$ cat config.mk
export PLATFORM = sky130hd
export DESIGN_NAME = mesh_router
export DESIGN_NICKNAME = d
export VERILOG_FILES = /design/src/source/router_pkg.sv /design/src/source/input_port.sv /design/src/source/rr_arbiter.sv /design/src/source/crossbar_switch_inner.sv /design/src/source/output_port.sv /design/src/source/mesh_router.sv
export SDC_FILE = /design/constraint.sdc
export NUM_CORES = 1
export LEC_CHECK = 0
export ABC_AREA = 1
export BUFFER_PORTS_ARGS = -buffer_cell sky130_fd_sc_hd__buf_2
export CORE_MARGIN = 2
export CORE_UTILIZATION = 30
export DETAILED_ROUTE_END_ITERATION = 10
export PLACE_DENSITY_LB_ADDON = 0.1
export SLEW_MARGIN = 20
export SYNTH_ARGS = -nofsm -noshare
export SYNTH_HDL_FRONTEND = slang
export SYNTH_SLANG_ARGS = --single-unit
$ cat constraint.sdc
create_clock -name clk_i -period 5.1 [get_ports clk_i]
set_clock_uncertainty 0.2 [all_clocks]
set_input_delay 0 -clock clk_i [delete_from_list [all_inputs] [get_ports clk_i]]
set_output_delay 0 -clock clk_i [all_outputs]
set_load 0.01 [all_outputs]
$ cat src/source/router_pkg.sv
package router_pkg;

   // router geometry
   localparam int NUM_PORTS  = 5;
   localparam int PORT_IDX_W = 3;   // wide enough to index NUM_PORTS

   // flit format
   localparam int FLIT_W     = 16;
   localparam int COORD_W    = 2;   // up to a 4x4 mesh
   localparam int PAYLOAD_W  = 12;

   // input buffering
   localparam int FIFO_DEPTH = 4;
   localparam int FIFO_PTR_W = $clog2(FIFO_DEPTH);
   localparam int FIFO_CNT_W = FIFO_PTR_W + 1;

   // port numbering, also the bit order of every port_vec_t
   typedef enum logic [PORT_IDX_W-1:0] {
      PORT_N = 3'd0,
      PORT_S = 3'd1,
      PORT_W = 3'd2,
      PORT_E = 3'd3,
      PORT_L = 3'd4
   } port_e;

   // one bit per port, used for requests and grants
   typedef logic [NUM_PORTS-1:0] port_vec_t;

   // single-flit packet
   typedef struct packed {
      logic [COORD_W-1:0]   dest_x;
      logic [COORD_W-1:0]   dest_y;
      logic [PAYLOAD_W-1:0] payload;
   } flit_t;

endpackage

$ cat src/source/input_port.sv
`timescale 1ns/1ps

module input_port #(
   parameter logic [router_pkg::COORD_W-1:0] LOCAL_X = '0,
   parameter logic [router_pkg::COORD_W-1:0] LOCAL_Y = '0
) (
   input  logic                  clk_i,
   input  logic                  arst_n_i,
   input  router_pkg::flit_t     flit_i,
   input  logic                  valid_i,
   output logic                  ready_o,
   input  logic                  grant_i,
   output router_pkg::port_vec_t req_o,
   output router_pkg::flit_t     head_o
);

   router_pkg::flit_t                 mem [router_pkg::FIFO_DEPTH];
   logic [router_pkg::FIFO_PTR_W-1:0] wr_ptr_q;
   logic [router_pkg::FIFO_PTR_W-1:0] rd_ptr_q;
   logic [router_pkg::FIFO_CNT_W-1:0] count_q;
   logic                              wr_en;
   logic                              rd_en;

   assign ready_o = (count_q != router_pkg::FIFO_DEPTH);
   assign wr_en   = valid_i && ready_o;
   assign rd_en   = grant_i;   // head left through the crossbar
   assign head_o  = mem[rd_ptr_q];

   always_ff @(posedge clk_i) begin
      if (wr_en) begin
         mem[wr_ptr_q] <= flit_i;
      end
   end

   // pointers wrap on their own, depth is a power of two
   always_ff @(posedge clk_i or negedge arst_n_i) begin
      if (!arst_n_i) begin
         wr_ptr_q <= '0;
         rd_ptr_q <= '0;
         count_q  <= '0;
      end else begin
         if (wr_en) wr_ptr_q <= wr_ptr_q + 1'b1;
         if (rd_en) rd_ptr_q <= rd_ptr_q + 1'b1;
         case ({wr_en, rd_en})
            2'b10:   count_q <= count_q + 1'b1;
            2'b01:   count_q <= count_q - 1'b1;
            default: ;   // idle or push and pop together
         endcase
      end
   end

   // XY routing, x first then y
   always_comb begin
      req_o = '0;
      if (count_q != '0) begin
         if (head_o.dest_x > LOCAL_X) begin
            req_o[router_pkg::PORT_E] = 1'b1;
         end else if (head_o.dest_x < LOCAL_X) begin
            req_o[router_pkg::PORT_W] = 1'b1;
         end else if (head_o.dest_y > LOCAL_Y) begin
            req_o[router_pkg::PORT_N] = 1'b1;
         end else if (head_o.dest_y < LOCAL_Y) begin
            req_o[router_pkg::PORT_S] = 1'b1;
         end else begin
            req_o[router_pkg::PORT_L] = 1'b1;   // arrived
         end
      end
   end

   // a sender refused by a full buffer keeps its flit waiting
   a_full_hold: assert property (@(posedge clk_i) disable iff (!arst_n_i)
      valid_i && !ready_o |=> valid_i && $stable(flit_i));

   // arbiters only see a request while something is buffered
   a_grant_not_empty: assert property (@(posedge clk_i) disable iff (!arst_n_i)
      grant_i |-> count_q != '0);

endmodule

$ cat src/source/rr_arbiter.sv
`timescale 1ns/1ps

module rr_arbiter (
   input  logic                  clk_i,
   input  logic                  arst_n_i,
   input  router_pkg::port_vec_t req_i,
   input  logic                  enable_i,
   output router_pkg::port_vec_t grant_o
);

   logic [router_pkg::PORT_IDX_W-1:0] ptr_q;     // highest priority this cycle
   logic [router_pkg::PORT_IDX_W-1:0] win_idx;

   // scan from the pointer, first requester wins
   always_comb begin
      int   idx;
      logic found;
      grant_o = '0;
      win_idx = '0;
      found   = 1'b0;
      for (int i = 0; i < router_pkg::NUM_PORTS; i++) begin
         idx = (int'(ptr_q) + i) % router_pkg::NUM_PORTS;
         if (enable_i && !found && req_i[idx]) begin
            grant_o[idx] = 1'b1;
            win_idx      = idx[router_pkg::PORT_IDX_W-1:0];
            found        = 1'b1;
         end
      end
   end

   // winner drops to lowest priority
   always_ff @(posedge clk_i or negedge arst_n_i) begin
      if (!arst_n_i) begin
         ptr_q <= '0;
      end else if (|grant_o) begin
         if (int'(win_idx) == router_pkg::NUM_PORTS - 1) begin
            ptr_q <= '0;
         end else begin
            ptr_q <= win_idx + 1'b1;
         end
      end
   end

   // a winner cannot win again next cycle while another input waits
   genvar k;
   generate
      for (k = 0; k < router_pkg::NUM_PORTS; k++) begin : g_rot
         a_rotate: assert property (@(posedge clk_i) disable iff (!arst_n_i)
            grant_o[k] |=> !(grant_o[k] && ((req_i & ~grant_o) != '0)));
      end
   endgenerate

endmodule

$ cat src/source/crossbar_switch_inner.sv
`timescale 1ns/1ps

module crossbar_switch_inner (
   input  router_pkg::flit_t     in_flit_i  [router_pkg::NUM_PORTS],
   input  router_pkg::port_vec_t grant_i    [router_pkg::NUM_PORTS],
   output router_pkg::flit_t     out_flit_o [router_pkg::NUM_PORTS],
   output router_pkg::port_vec_t load_o
);

   logic [router_pkg::FLIT_W-1:0] sel_bus [router_pkg::NUM_PORTS];

   // one AND-OR mux per output, select is the arbiter's one-hot grant
   always_comb begin
      for (int q = 0; q < router_pkg::NUM_PORTS; q++) begin
         sel_bus[q] = '0;
         for (int p = 0; p < router_pkg::NUM_PORTS; p++) begin
            sel_bus[q] = sel_bus[q]
                       | ({router_pkg::FLIT_W{grant_i[q][p]}} & in_flit_i[p]);
         end
      end
   end

   genvar q;
   generate
      for (q = 0; q < router_pkg::NUM_PORTS; q++) begin : g_out
         assign out_flit_o[q] = sel_bus[q];
         assign load_o[q]     = |grant_i[q];   // some input won this output
      end
   endgenerate

endmodule

$ cat src/source/output_port.sv
`timescale 1ns/1ps

module output_port (
   input  logic              clk_i,
   input  logic              arst_n_i,
   input  router_pkg::flit_t flit_i,
   input  logic              load_i,
   output logic              space_o,
   output router_pkg::flit_t flit_o,
   output logic              valid_o,
   input  logic              ready_i
);

   router_pkg::flit_t flit_q;
   logic              valid_q;

   // empty, or the held flit leaves this cycle
   assign space_o = !valid_q || ready_i;
   assign valid_o = valid_q;
   assign flit_o  = flit_q;

   always_ff @(posedge clk_i or negedge arst_n_i) begin
      if (!arst_n_i) begin
         valid_q <= 1'b0;
      end else if (load_i) begin
         valid_q <= 1'b1;   // back-to-back refill, no bubble
      end else if (ready_i) begin
         valid_q <= 1'b0;
      end
   end

   always_ff @(posedge clk_i) begin
      if (load_i) flit_q <= flit_i;
   end

   // the arbiter is gated by space_o
   a_load_space: assert property (@(posedge clk_i) disable iff (!arst_n_i)
      load_i |-> space_o);

   // stalled flit is held for the neighbor
   a_hold_stall: assert property (@(posedge clk_i) disable iff (!arst_n_i)
      valid_o && !ready_i |=> valid_o && $stable(flit_o));

endmodule

$ cat src/source/mesh_router.sv
`timescale 1ns/1ps

module mesh_router #(
   parameter logic [router_pkg::COORD_W-1:0] LOCAL_X = '0,
   parameter logic [router_pkg::COORD_W-1:0] LOCAL_Y = '0
) (
   input  logic                  clk_i,
   input  logic                  arst_n_i,
   input  router_pkg::flit_t     in_flit_i   [router_pkg::NUM_PORTS],
   input  router_pkg::port_vec_t in_valid_i,
   output router_pkg::port_vec_t in_ready_o,
   output router_pkg::flit_t     out_flit_o  [router_pkg::NUM_PORTS],
   output router_pkg::port_vec_t out_valid_o,
   input  router_pkg::port_vec_t out_ready_i
);

   router_pkg::port_vec_t req       [router_pkg::NUM_PORTS];   // per input
   router_pkg::flit_t     head      [router_pkg::NUM_PORTS];
   router_pkg::port_vec_t arb_req   [router_pkg::NUM_PORTS];   // per output
   router_pkg::port_vec_t grant     [router_pkg::NUM_PORTS];   // per output
   router_pkg::port_vec_t grant_col [router_pkg::NUM_PORTS];   // per input
   router_pkg::port_vec_t in_grant;
   router_pkg::port_vec_t space;
   router_pkg::port_vec_t load;
   router_pkg::flit_t     xbar_flit [router_pkg::NUM_PORTS];

   // requests regrouped by output, grants regrouped by input
   always_comb begin
      for (int q = 0; q < router_pkg::NUM_PORTS; q++) begin
         for (int p = 0; p < router_pkg::NUM_PORTS; p++) begin
            arb_req[q][p]   = req[p][q];
            grant_col[p][q] = grant[q][p];
         end
      end
   end

   genvar p;
   generate
      for (p = 0; p < router_pkg::NUM_PORTS; p++) begin : g_port
         assign in_grant[p] = |grant_col[p];

         input_port #(
            .LOCAL_X (LOCAL_X),
            .LOCAL_Y (LOCAL_Y)
         ) input_port_i (
            .clk_i    (clk_i),
            .arst_n_i (arst_n_i),
            .flit_i   (in_flit_i[p]),
            .valid_i  (in_valid_i[p]),
            .ready_o  (in_ready_o[p]),
            .grant_i  (in_grant[p]),
            .req_o    (req[p]),
            .head_o   (head[p])
         );

         rr_arbiter rr_arbiter_i (
            .clk_i    (clk_i),
            .arst_n_i (arst_n_i),
            .req_i    (arb_req[p]),
            .enable_i (space[p]),
            .grant_o  (grant[p])
         );

         output_port output_port_i (
            .clk_i    (clk_i),
            .arst_n_i (arst_n_i),
            .flit_i   (xbar_flit[p]),
            .load_i   (load[p]),
            .space_o  (space[p]),
            .flit_o   (out_flit_o[p]),
            .valid_o  (out_valid_o[p]),
            .ready_i  (out_ready_i[p])
         );

         // an input wins at most one output per cycle
         a_single_pop: assert property (@(posedge clk_i) disable iff (!arst_n_i)
            $onehot0(grant_col[p]));
      end
   endgenerate

   crossbar_switch_inner crossbar_switch_inner_i (
      .in_flit_i  (head),
      .grant_i    (grant),
      .out_flit_o (xbar_flit),
      .load_o     (load)
   );

endmodule

==> results of run 1 <==
synthesized netlist by cell type, types with 31 or more instances:
master / instances / area share
o21ai_0: 172 / 0.035
nor2_1: 254 / 0.039
o22ai_1: 50 / 0.013
dfrtp_1: 47 / 0.048
nand3_1: 148 / 0.030
inv_1: 330 / 0.050
a21oi_1: 81 / 0.017
nand2_1: 717 / 0.11
edfxtp_1: 368 / 0.45
ha_1: 119 / 0.061
nand4_1: 85 / 0.022
nor3_1: 31 / 0.0063
buf_4: 50 / 0.015
worst max path at each step:
| stage | to | slack (ns) | depth (start not counted) |
|---|---|---|---|
| floorplan | g_port[2].input_port_i.count_q[2]$_DFFE_PN0P_ | 0.03 | 33 |
| global placement | g_port[0].input_port_i.count_q[2]$_DFFE_PN0P_ | 0.03 | 35 |
| detailed placement | g_port[0].input_port_i.count_q[2]$_DFFE_PN0P_ | -0.09 | 35 |
| CTS | g_port[2].input_port_i.count_q[2]$_DFFE_PN0P_ | 0.004 | 33 |
| global route | g_port[4].input_port_i.count_q[2]$_DFFE_PN0P_ | -0.1 | 31 |
| finish | g_port[3].rr_arbiter_i.ptr_q[2]$_DFFE_PN0P_ | 0.19 | 31 |
layer usage:
| layer | global-route usage | wire length (µm) | vias to the layer above |
|---|---|---|---|
| li1 | - | - | 10200 |
| met1 | 0.249 | 36200 | 9910 |
| met2 | 0.306 | 37400 | 542 |
| met3 | 0.0290 | 4070 | 118 |
| met4 | 0.0691 | 2980 | 6 |
| met5 | 0 | 23 | - |
worst register-to-register path, delay by kind of cell (launching register included):
| family | cells | cell delay, ns |
|---|---|---|
| flops | 1 | 0.38 |
| compound gates | 5 | 0.85 |
| xor+xnor | 1 | 0.20 |
| fa+ha+maj | 4 | 1.06 |
| simple gates | 14 | 1.30 |
| buf+inv | 7 | 0.81 |
area by class of cell:
cell class              count  area [µm²]  area share
flip-flops and latches    415       12200       0.396
multi-input cells        1953       11000       0.356
repair buffers            447        3440       0.111
inverters                 356        1340      0.0435
well taps                1060        1330      0.0429
clock buffers              60        1250      0.0403
clock inverters            28         325      0.0105
repair inverters            1        7.51    0.000243
diodes                      1        2.50   0.0000809
kinds of logic (layout without fill, tap and decap cells):
kind of cell,after synthesis,after routing,synth area share
adders and majority gates,125,125,0.0655
AOI/OAI and AO/OA,403,403,0.0965
DFF,415,415,0.498
buffers and inverters,472,892,0.0824
other,1,41,0.000153
and+or+nand+nor,1344,1344,0.243
xor gates and xnor gates,41,41,0.0149
state kept, by name, indices dropped and copies added (netlist names):
signal / cells
g_port.input_port_i.rd_ptr_q: 10
g_port.output_port_i.valid_o: 3
g_port.input_port_i.wr_ptr_q: 10
g_port.output_port_i.flit_o: 48
g_port.input_port_i.count_q: 15
g_port.rr_arbiter_i.ptr_q: 9
g_port.input_port_i.mem: 320
stage by stage:
| stage | cells | TNS, ns | instance area, µm² | setup WS, ns |
|---|---|---|---|---|
| finish | 4321 | 0 | 30900 | 0.192 |
| floorplan | 2840 | 0 | 24700 | 0.0323 |
| detailed placement | 4052 | -0.113 | 27100 | -0.0895 |
| global placement | 4052 | 0 | 27100 | 0.0345 |
| global route | 4320 | -0.729 | 30900 | -0.0976 |
| CTS | 4298 | 0 | 30200 | 0.00437 |
timing repair:
action	CTS	global route
gates cloned	0	1
endpoints found under the setup margin	3	80
hold buffers	155	0
pin swaps	5	47
resized for setup	2	146
endpoints found under the hold margin	386	0
buffers inserted	3	20
==> flow_metrics.py, run 1 <==
metrics = {
    "status": {
        "outcome": "finished clean",
    },
    "sta": {
        "finalCriticalPeriod_ns": 4.91,
        "hold_viol": 0,
        "fmax_mhz": 204,
        "rsz0062_at_grt": "true",
        "setup-violations-final": 0,
        "relSlewSlack": 0.281,
        "finalCritPeriodShare": 0.962,
        "holdWs_ns": 0.0242,
        "drv_slew": 0,
        "worst_slew_pin_slew_ns": 1.08,
    },
    "job": {
        "drv_cap": 0,
    },
    "clock_tree": {
        "cts_buffers": 48,
        "max-clock-path-buffers": 3,
        "clk_pin_slew_ns": 0.06,
        "clock-sinks": 415,
        "htreeDepth": 2,
        "cts_root_buf": "clkbuf_16",
        "cts_tree": "yes",
        "clk-insertion-delay-late_ns": 0.60,
    },
    "synthesis": {
        "synth_edf_count": 368,
        "ys_ff_latch": 415,
        "netlist_instances": 2801,
        "ys_async_sr_fraction": 0.113,
        "yosys.cell_types.count": 63,
        "syn_area_um2": 24600,
        "avgSynthCellArea_um2": 8.77,
        "synthFlopType": "edfxtp_1",
        "synth_seq_area_share": 0.498,
        "yosys_warnings": 0,
    },
    "critical_path": {
        "max_stage_delay_ns": 0.40,
        "r2r-end": "g_port[3].rr_arbiter_i.ptr_q[2]$_DFFE_PN0P_",
        "critical_path.top_delay_family": "simple AND/OR/NAND/NOR gates",
        "cp.required_ns": 5.39,
        "ff2ff_setup_slack_ns": 0.19,
        "critical_path.slowest_cell": "fa_1",
        "setup.worst_path.class": "flop to flop",
        "arrival_ns": 5.20,
        "path_common_cell": "nand2_1",
        "cp_max_fo": 9,
        "end_kind": "flop",
        "start_kind": "flop",
        "ff2ff_path_depth": 31,
        "r2r-start": "g_port[3].rr_arbiter_i.ptr_q[1]$_DFFE_PN0P_",
        "crit_start": "g_port[3].rr_arbiter_i.ptr_q[1]$_DFFE_PN0P_",
        "cp_num_buf_inv": 7,
    },
    "floorplan": {
        "dieWidth_um": 290,
        "coreArea_um2": 80800,
        "ios": 182,
        "die_h_um": 290,
        "die_area_um2": 84200,
        "fp-row-count": 104,
        "start_util": 0.304,
    },
    "layout": {
        "layout_common_cells": "nand2_1 (688), edfxtp_1 (368), inv_1 (318)",
        "nets": 3439,
        "fin_util": 0.383,
        "layout.cells.most_common": "nand2_1",
        "area_delta_synth_final_pct": 25.9,
        "drive_gt1_frac": 0.188,
        "nFillCells": 8099,
    },
    "global_route": {
        "antenna_found_initial": 8,
        "grt_overflow": 0,
        "grt_pass1_vias": 20400,
        "grt_max_degree": 48,
        "grt_pass1_wl_mm": 121,
        "track_usage": 0.187,
    },
    "placement": {
        "portBuffers": 145,
        "gp_congestion": 0.878,
        "hpwl_mm": 59.1,
    },
    "detailed_routing": {
        "routed_wl_mm": 80.7,
        "dr.pass1.iters": 5,
        "num_vias": 20800,
        "avgViaCountPerCell": 4.80,
        "wl_per_cell_um": 18.7,
        "antenna_left": 0,
        "drc": 0,
        "drt_iter0_markers": 1583,
    },
    "worst_hold_path": {
        "hold_path_depth": 2,
        "min_from": "in_flit_i[19]",
        "hold_path.class": "input port to flop",
        "min_to": "g_port[3].input_port_i.mem[3][3]$_DFFE_PP_",
    },
}
Power of run 1 is not shown: default switching activity piles up to over one toggle a cycle in this logic, so the estimate is an artifact.
==> run 2: changes to the inputs <==
--- a/config.mk
+++ b/config.mk
@@ -7,11 +7,13 @@
 export LEC_CHECK = 0
 export ABC_AREA = 1
 export BUFFER_PORTS_ARGS = -buffer_cell sky130_fd_sc_hd__buf_2
+export CELL_PAD_IN_SITES_DETAIL_PLACEMENT = 0
+export CELL_PAD_IN_SITES_GLOBAL_PLACEMENT = 1
 export CORE_MARGIN = 2
 export CORE_UTILIZATION = 30
 export DETAILED_ROUTE_END_ITERATION = 10
 export PLACE_DENSITY_LB_ADDON = 0.1
-export SLEW_MARGIN = 20
 export SYNTH_ARGS = -nofsm -noshare
 export SYNTH_HDL_FRONTEND = slang
+export SYNTH_HIERARCHICAL = 1
 export SYNTH_SLANG_ARGS = --single-unit
==> flow_metrics.py, run 2 <==
metrics = {
    "status": {
        "outcome": "finished clean",
    },
    "synthesis": {
        "ys_async_sr_fraction": 0.121,
        "yosys.cell_types.count": 59,
        "avgSynthCellArea_um2": 7.83,
        "synth_top_area_cell": "edfxtp_1",
        "yosys_warnings": 6,
        "synthFlopType": "edfxtp_1",
        "synth_seq_area_share": 0.409,
        "synth.area.top_cells": "edfxtp_1 (37%), nand2_1 (15%), ha_1 (6.8%)",
        "ys_top_cells_by_count": "nand2_1 (1277), inv_1 (521), edfxtp_1 (400), nor2_1 (387), nand3_1 (228)",
        "syn_area_um2": 32700,
        "yosysMostFrequentCell": "nand2_1",
        "ys_ff_latch": 455,
        "synth_edf_count": 400,
        "synth_top_area_share": 0.367,
        "netlist_instances": 4178,
    },
    "global_route": {
        "grt_pass1_vias": 27700,
        "grt_pass1_wl_mm": 178,
        "grt_max_degree": 30,
        "antenna_found_initial": 11,
        "grt_overflow": 0,
        "track_usage": 0.214,
    },
    "detailed_routing": {
        "routed_wl_mm": 121,
        "antenna_left": 0,
        "num_vias": 28800,
        "drt_iter0_markers": 1904,
        "wl_per_cell_um": 19.6,
        "drc": 0,
        "avgViaCountPerCell": 4.66,
        "dr.pass1.iters": 5,
    },
    "layout": {
        "largest_register_ffs": 320,
        "finish.instance_area_um2": 40500,
        "area_delta_synth_final_pct": 23.9,
        "layout.cells.most_common": "nand2_1",
        "layout_common_cells": "nand2_1 (1247), inv_1 (502), edfxtp_1 (400)",
        "regMostFlops": "g_port.input_port_i/mem",
        "fin_util": 0.373,
        "nFillCells": 11400,
        "drive_gt1_frac": 0.205,
        "nets": 4997,
    },
    "critical_path": {
        "arrival_ns": 5.27,
        "ff2ff_path_depth": 35,
        "cp_max_fo": 5,
        "cp.required_ns": 5.47,
        "r2r-start": "g_port[3].rr_arbiter_i/ptr_q[0]$_DFFE_PN0P_",
        "crit_start": "g_port[3].rr_arbiter_i/ptr_q[0]$_DFFE_PN0P_",
        "path_common_cell": "inv_1",
        "start_kind": "flop",
        "end_kind": "flop",
        "max_stage_delay_ns": 0.44,
        "r2r-end": "g_port[3].input_port_i/count_q[2]$_DFFE_PN0P_",
        "critical_path.slowest_cell": "dfrtp_2",
        "crit_end": "g_port[3].input_port_i/count_q[2]$_DFFE_PN0P_",
        "setup.worst_path.class": "flop to flop",
        "ff2ff_setup_slack_ns": 0.21,
    },
    "clock_tree": {
        "clk-insertion-delay-late_ns": 0.65,
        "cts_buffers": 54,
        "clk_pin_slew_ns": 0.06,
        "cts_root_buf": "clkbuf_16",
        "max-clock-path-buffers": 3,
        "cts_tree": "yes",
        "htreeDepth": 2,
        "clock-sinks": 455,
    },
    "job": {
        "drv_cap": 0,
    },
    "placement": {
        "gp_congestion": 0.836,
        "hpwl_mm": 90.6,
        "portBuffers": 181,
        "dp_slack_ns": -0.114,
        "placed_area_um2": 36100,
    },
    "sta": {
        "rsz0062_at_grt": "true",
        "finalCriticalPeriod_ns": 4.89,
        "finalCritPeriodShare": 0.960,
        "final.setup.worst_slack_ns": 0.207,
        "worst_slew_pin_slew_ns": 1.23,
        "drv_slew": 0,
        "relSlewSlack": 0.180,
        "setup-violations-final": 0,
        "fmax_mhz": 204,
        "hold_viol": 0,
    },
    "floorplan": {
        "die_area_um2": 112000,
        "dieWidth_um": 334,
        "die_h_um": 334,
        "coreArea_um2": 109000,
        "ios": 182,
        "fp-row-count": 121,
        "start_util": 0.301,
    },
    "worst_hold_path": {
        "min_from": "out_ready_i[0]",
        "hold_path.class": "input port to flop",
    },
}
run 2: changes by cell type after synthesis, moves of 38 or more:
| cell | delta |
|---|---|
| inv_1 | +191 |
| nand2_2 | +67 |
| nand3_1 | +80 |
| nor2_1 | +133 |
| buf_6 | +38 |
| ha_1 | +58 |
| nand2_1 | +560 |
run 2: area by class of cell:
type	instances	area (µm²)	share of cell area
clock buffer	74	1550	0.0382
sequential	455	13400	0.331
clock inverter	26	304	0.00750
antenna	1	2.50	0.0000618
inverter	594	2260	0.0558
tap	1414	1770	0.0437
timing repair buffer	602	4550	0.112
multi-input combinational	3016	16700	0.412
run 2: metal layers:
layer	vias up	track usage	share of wire
met4	6	0.0538	0.023
met5	-	0	0.00034
met2	504	0.345	0.45
li1	14700	-	-
met1	13500	0.298	0.48
met3	108	0.0321	0.042
run 2: timing repair:
item                       CTS  global route
hold endpoints to repair   577             0
setup endpoints to repair    7            74
cloned                       0             0
pin swaps                    4            62
resized for setup           10           125
hold buffers               176             0
setup buffers                4            27
run 2: worst min-delay path by stage:
stage / slack [ns] / cells after the start / to
2_1_floorplan: -0.50 / 0 / g_port[0].input_port_i/count_q[0]$_DFFE_PN0P_
3_3_place_gp: -0.08 / 1 / g_port[1].input_port_i/wr_ptr_q[1]$_DFFE_PN0P_
3_5_place_dp: -0.09 / 1 / g_port[1].input_port_i/wr_ptr_q[1]$_DFFE_PN0P_
4_1_cts: 0.007 / 5 / g_port[0].output_port_i/valid_o$_DFFE_PN0P_
5_1_grt: 0.04 / 2 / g_port[3].input_port_i/mem[3][2]$_DFFE_PP_
6_report: 0.03 / 5 / g_port[0].output_port_i/valid_o$_DFFE_PN0P_
run 2: cell families after synthesis:
logic type               share of synthesized area
other                                     0.000574
AO/OA/AOI/OAI                               0.0795
adder cells (fa/ha/maj)                     0.0708
flip-flops                                   0.409
AND/OR/NAND/NOR                              0.321
buffers and inverters                        0.100
XOR/XNOR                                    0.0184
run 2: worst max-delay path: cells and delay by family (launching register included):
family                     cells  cell delay (ns)
adders and majority gates      6             1.21
DFF                            1             0.44
buffers and inverters         10             0.89
and+or+nand+nor               16             1.56
AOI/OAI and AO/OA              1             0.18
xor gates and xnor gates       2             0.33
run 2: stage by stage:
stage	setup TNS, ns	hold WS [ns]	std cells
floorplan	0	-0.496	4183
global placement	-0.0491	-0.0845	5874
detailed placement	-0.439	-0.0875	5874
CTS	0	0.00695	6154
global route	-0.264	0.0359	6181
finish	0	0.0272	6182
Power of run 2 is left out for the same reason.
==> run 3: changes to the inputs <==
--- a/config.mk
+++ b/config.mk
@@ -6,7 +6,7 @@
 export NUM_CORES = 1
 export LEC_CHECK = 0
 export ABC_AREA = 1
-export BUFFER_PORTS_ARGS = -buffer_cell sky130_fd_sc_hd__buf_2
+export BUFFER_PORTS_ARGS = -buffer_cell sky130_fd_sc_hd__buf_4
 export CELL_PAD_IN_SITES_DETAIL_PLACEMENT = 0
 export CELL_PAD_IN_SITES_GLOBAL_PLACEMENT = 1
 export CORE_MARGIN = 2
==> flow_metrics.py, run 3 (synthesis results as in run 2) <==
metrics = {
    "layout": {
        "fin_util": 0.379,
        "finish.instance_area_um2": 41200,
        "area_delta_synth_final_pct": 25.9,
        "fin_cells": 6206,
        "layout.cells.most_common": "nand2_1",
        "layout_common_cells": "nand2_1 (1247), inv_1 (500), buf_4 (434)",
        "regMostFlops": "g_port.input_port_i/mem",
        "nets": 5018,
        "largest_register_ffs": 320,
        "drive_gt1_frac": 0.210,
    },
    "sta": {
        "finalCritPeriodShare": 0.960,
        "worst_slew_pin_slew_ns": 1.18,
        "rsz0062_at_grt": "true",
        "fmax_mhz": 204,
        "relSlewSlack": 0.215,
        "setup-violations-final": 0,
        "hold_viol": 0,
        "drv_slew": 0,
        "tns_ns": 0,
        "finalCriticalPeriod_ns": 4.90,
    },
    "clock_tree": {
        "clk-insertion-delay-late_ns": 0.68,
        "max-clock-path-buffers": 3,
        "clock-sinks": 455,
        "clk_pin_slew_ns": 0.07,
        "htreeDepth": 2,
        "cts_tree": "yes",
        "cts_root_buf": "clkbuf_16",
        "cts_buffers": 55,
    },
    "floorplan": {
        "dieWidth_um": 334,
        "coreArea_um2": 109000,
        "die_area_um2": 112000,
        "fp-row-count": 121,
        "start_util": 0.301,
        "ios": 182,
        "die_h_um": 334,
    },
    "global_route": {
        "track_usage": 0.212,
        "grt_pass1_wl_mm": 177,
        "grt_max_degree": 30,
        "grt_overflow": 0,
        "antenna_found_initial": 8,
        "grt_pass1_vias": 27700,
    },
    "critical_path": {
        "arrival_ns": 5.26,
        "critical_path.slowest_cell": "dfrtp_2",
        "crit_start": "g_port[2].rr_arbiter_i/ptr_q[0]$_DFFE_PN0P_",
        "start_kind": "flop",
        "path_common_cell": "nand2_2",
        "setup.worst_path.class": "flop to flop",
        "critical_path.top_delay_family": "simple AND/OR/NAND/NOR gates",
        "cp_max_fo": 5,
        "end_kind": "flop",
        "r2r-start": "g_port[2].rr_arbiter_i/ptr_q[0]$_DFFE_PN0P_",
        "cp_num_buf_inv": 10,
        "cp.required_ns": 5.46,
        "max_stage_delay_ns": 0.42,
    },
    "placement": {
        "hpwl_mm": 89.9,
        "portBuffers": 181,
        "placed_area_um2": 36700,
        "gp_congestion": 0.838,
        "dp_cells": 5886,
    },
    "detailed_routing": {
        "antenna_left": 0,
        "num_vias": 29100,
        "drc": 0,
        "routed_wl_mm": 121,
        "drt_iter0_markers": 2188,
        "avgViaCountPerCell": 4.68,
        "dr.pass1.iters": 6,
        "wl_per_cell_um": 19.4,
    },
    "job": {
        "drv_cap": 0,
    },
    "status": {
        "outcome": "finished clean",
    },
    "worst_hold_path": {
        "hold_path.class": "input port to flop",
        "min_from": "out_ready_i[0]",
    },
}
-- run 3: cell count changes in the layout (fill, tap and decap cells not counted), moves of 4 or more --
| cell | change |
|---|---|
| buf_4 | +192 |
| buf_2 | -180 |
| clkbuf_8 | -6 |
| nor2_4 | +6 |
| nand3_1 | -5 |
| nand3_2 | +5 |
| buf_12 | +4 |
| clkbuf_1 | +4 |
-- run 3: tightest hold or removal path, stage by stage --
cell	delay (ns)
dlygate4sd3_1	0.55
buf_4	0.10
inv_1	0.03
nand2_2	0.11
nand2_2	0.05
-- run 3: path summary, 6_finish.rpt --
| kind | to | slack [ns] | cells past startpoint |
|---|---|---|---|
| max | g_port[4].input_port_i/count_q[2]$_DFFE_PN0P_ | 0.20 | 38 |
| min | g_port[0].output_port_i/valid_o$_DFFE_PN0P_ | 0.04 | 5 |
| max reg2reg | g_port[4].input_port_i/count_q[2]$_DFFE_PN0P_ | 0.20 | 38 |
| min reg2reg | g_port[3].input_port_i/count_q[0]$_DFFE_PN0P_ | 0.27 | 1 |
| max in group asynchronous | g_port[1].rr_arbiter_i/ptr_q[2]$_DFFE_PN0P_ | 3.88 | 4 |
| min in group asynchronous | g_port[1].input_port_i/wr_ptr_q[1]$_DFFE_PN0P_ | 0.25 | 4 |
-- run 3: timing repair --
action / 4_1_cts / 5_1_grt
gates resized for setup: 9 / 144
pin swaps: 6 / 67
buffers inserted: 4 / 34
hold buffers: 177 / 0
endpoints found under the hold margin: 532 / 0
endpoints found under the setup margin: 7 / 73
-- run 3: area by class of cell --
class                      count  area (µm²)
multi-input combinational   3016       16700
antenna                        1        2.50
sequential                   455       13400
timing repair buffer         622        5220
inverter                     594        2260
tap                         1414        1770
clock buffer                  72        1480
clock inverter                32         332
fill                       11300       67400
-- run 3: metal layers --
| layer | vias up | part of all wire | track usage | wire [µm] |
|---|---|---|---|---|
| met2 | 561 | 0.45 | 0.340 | 54800 |
| li1 | 14700 | - | - | - |
| met3 | 109 | 0.042 | 0.0260 | 5020 |
| met4 | 0 | 0.025 | 0.0519 | 2950 |
| met1 | 13700 | 0.48 | 0.301 | 57800 |
| met5 | - | 0 | 0 | 0 |
-- run 3: through the flow --
step	setup slack (ns)	hold slack (ns)
final	0.202	0.0429
after global routing	-0.0687	0.0681
after CTS	0.00355	0.0351
after detailed placement	-0.140	-0.132
after global placement	-0.00798	-0.129
after floorplan	0.00159	-0.496
Power of run 3 is left out for the same reason.
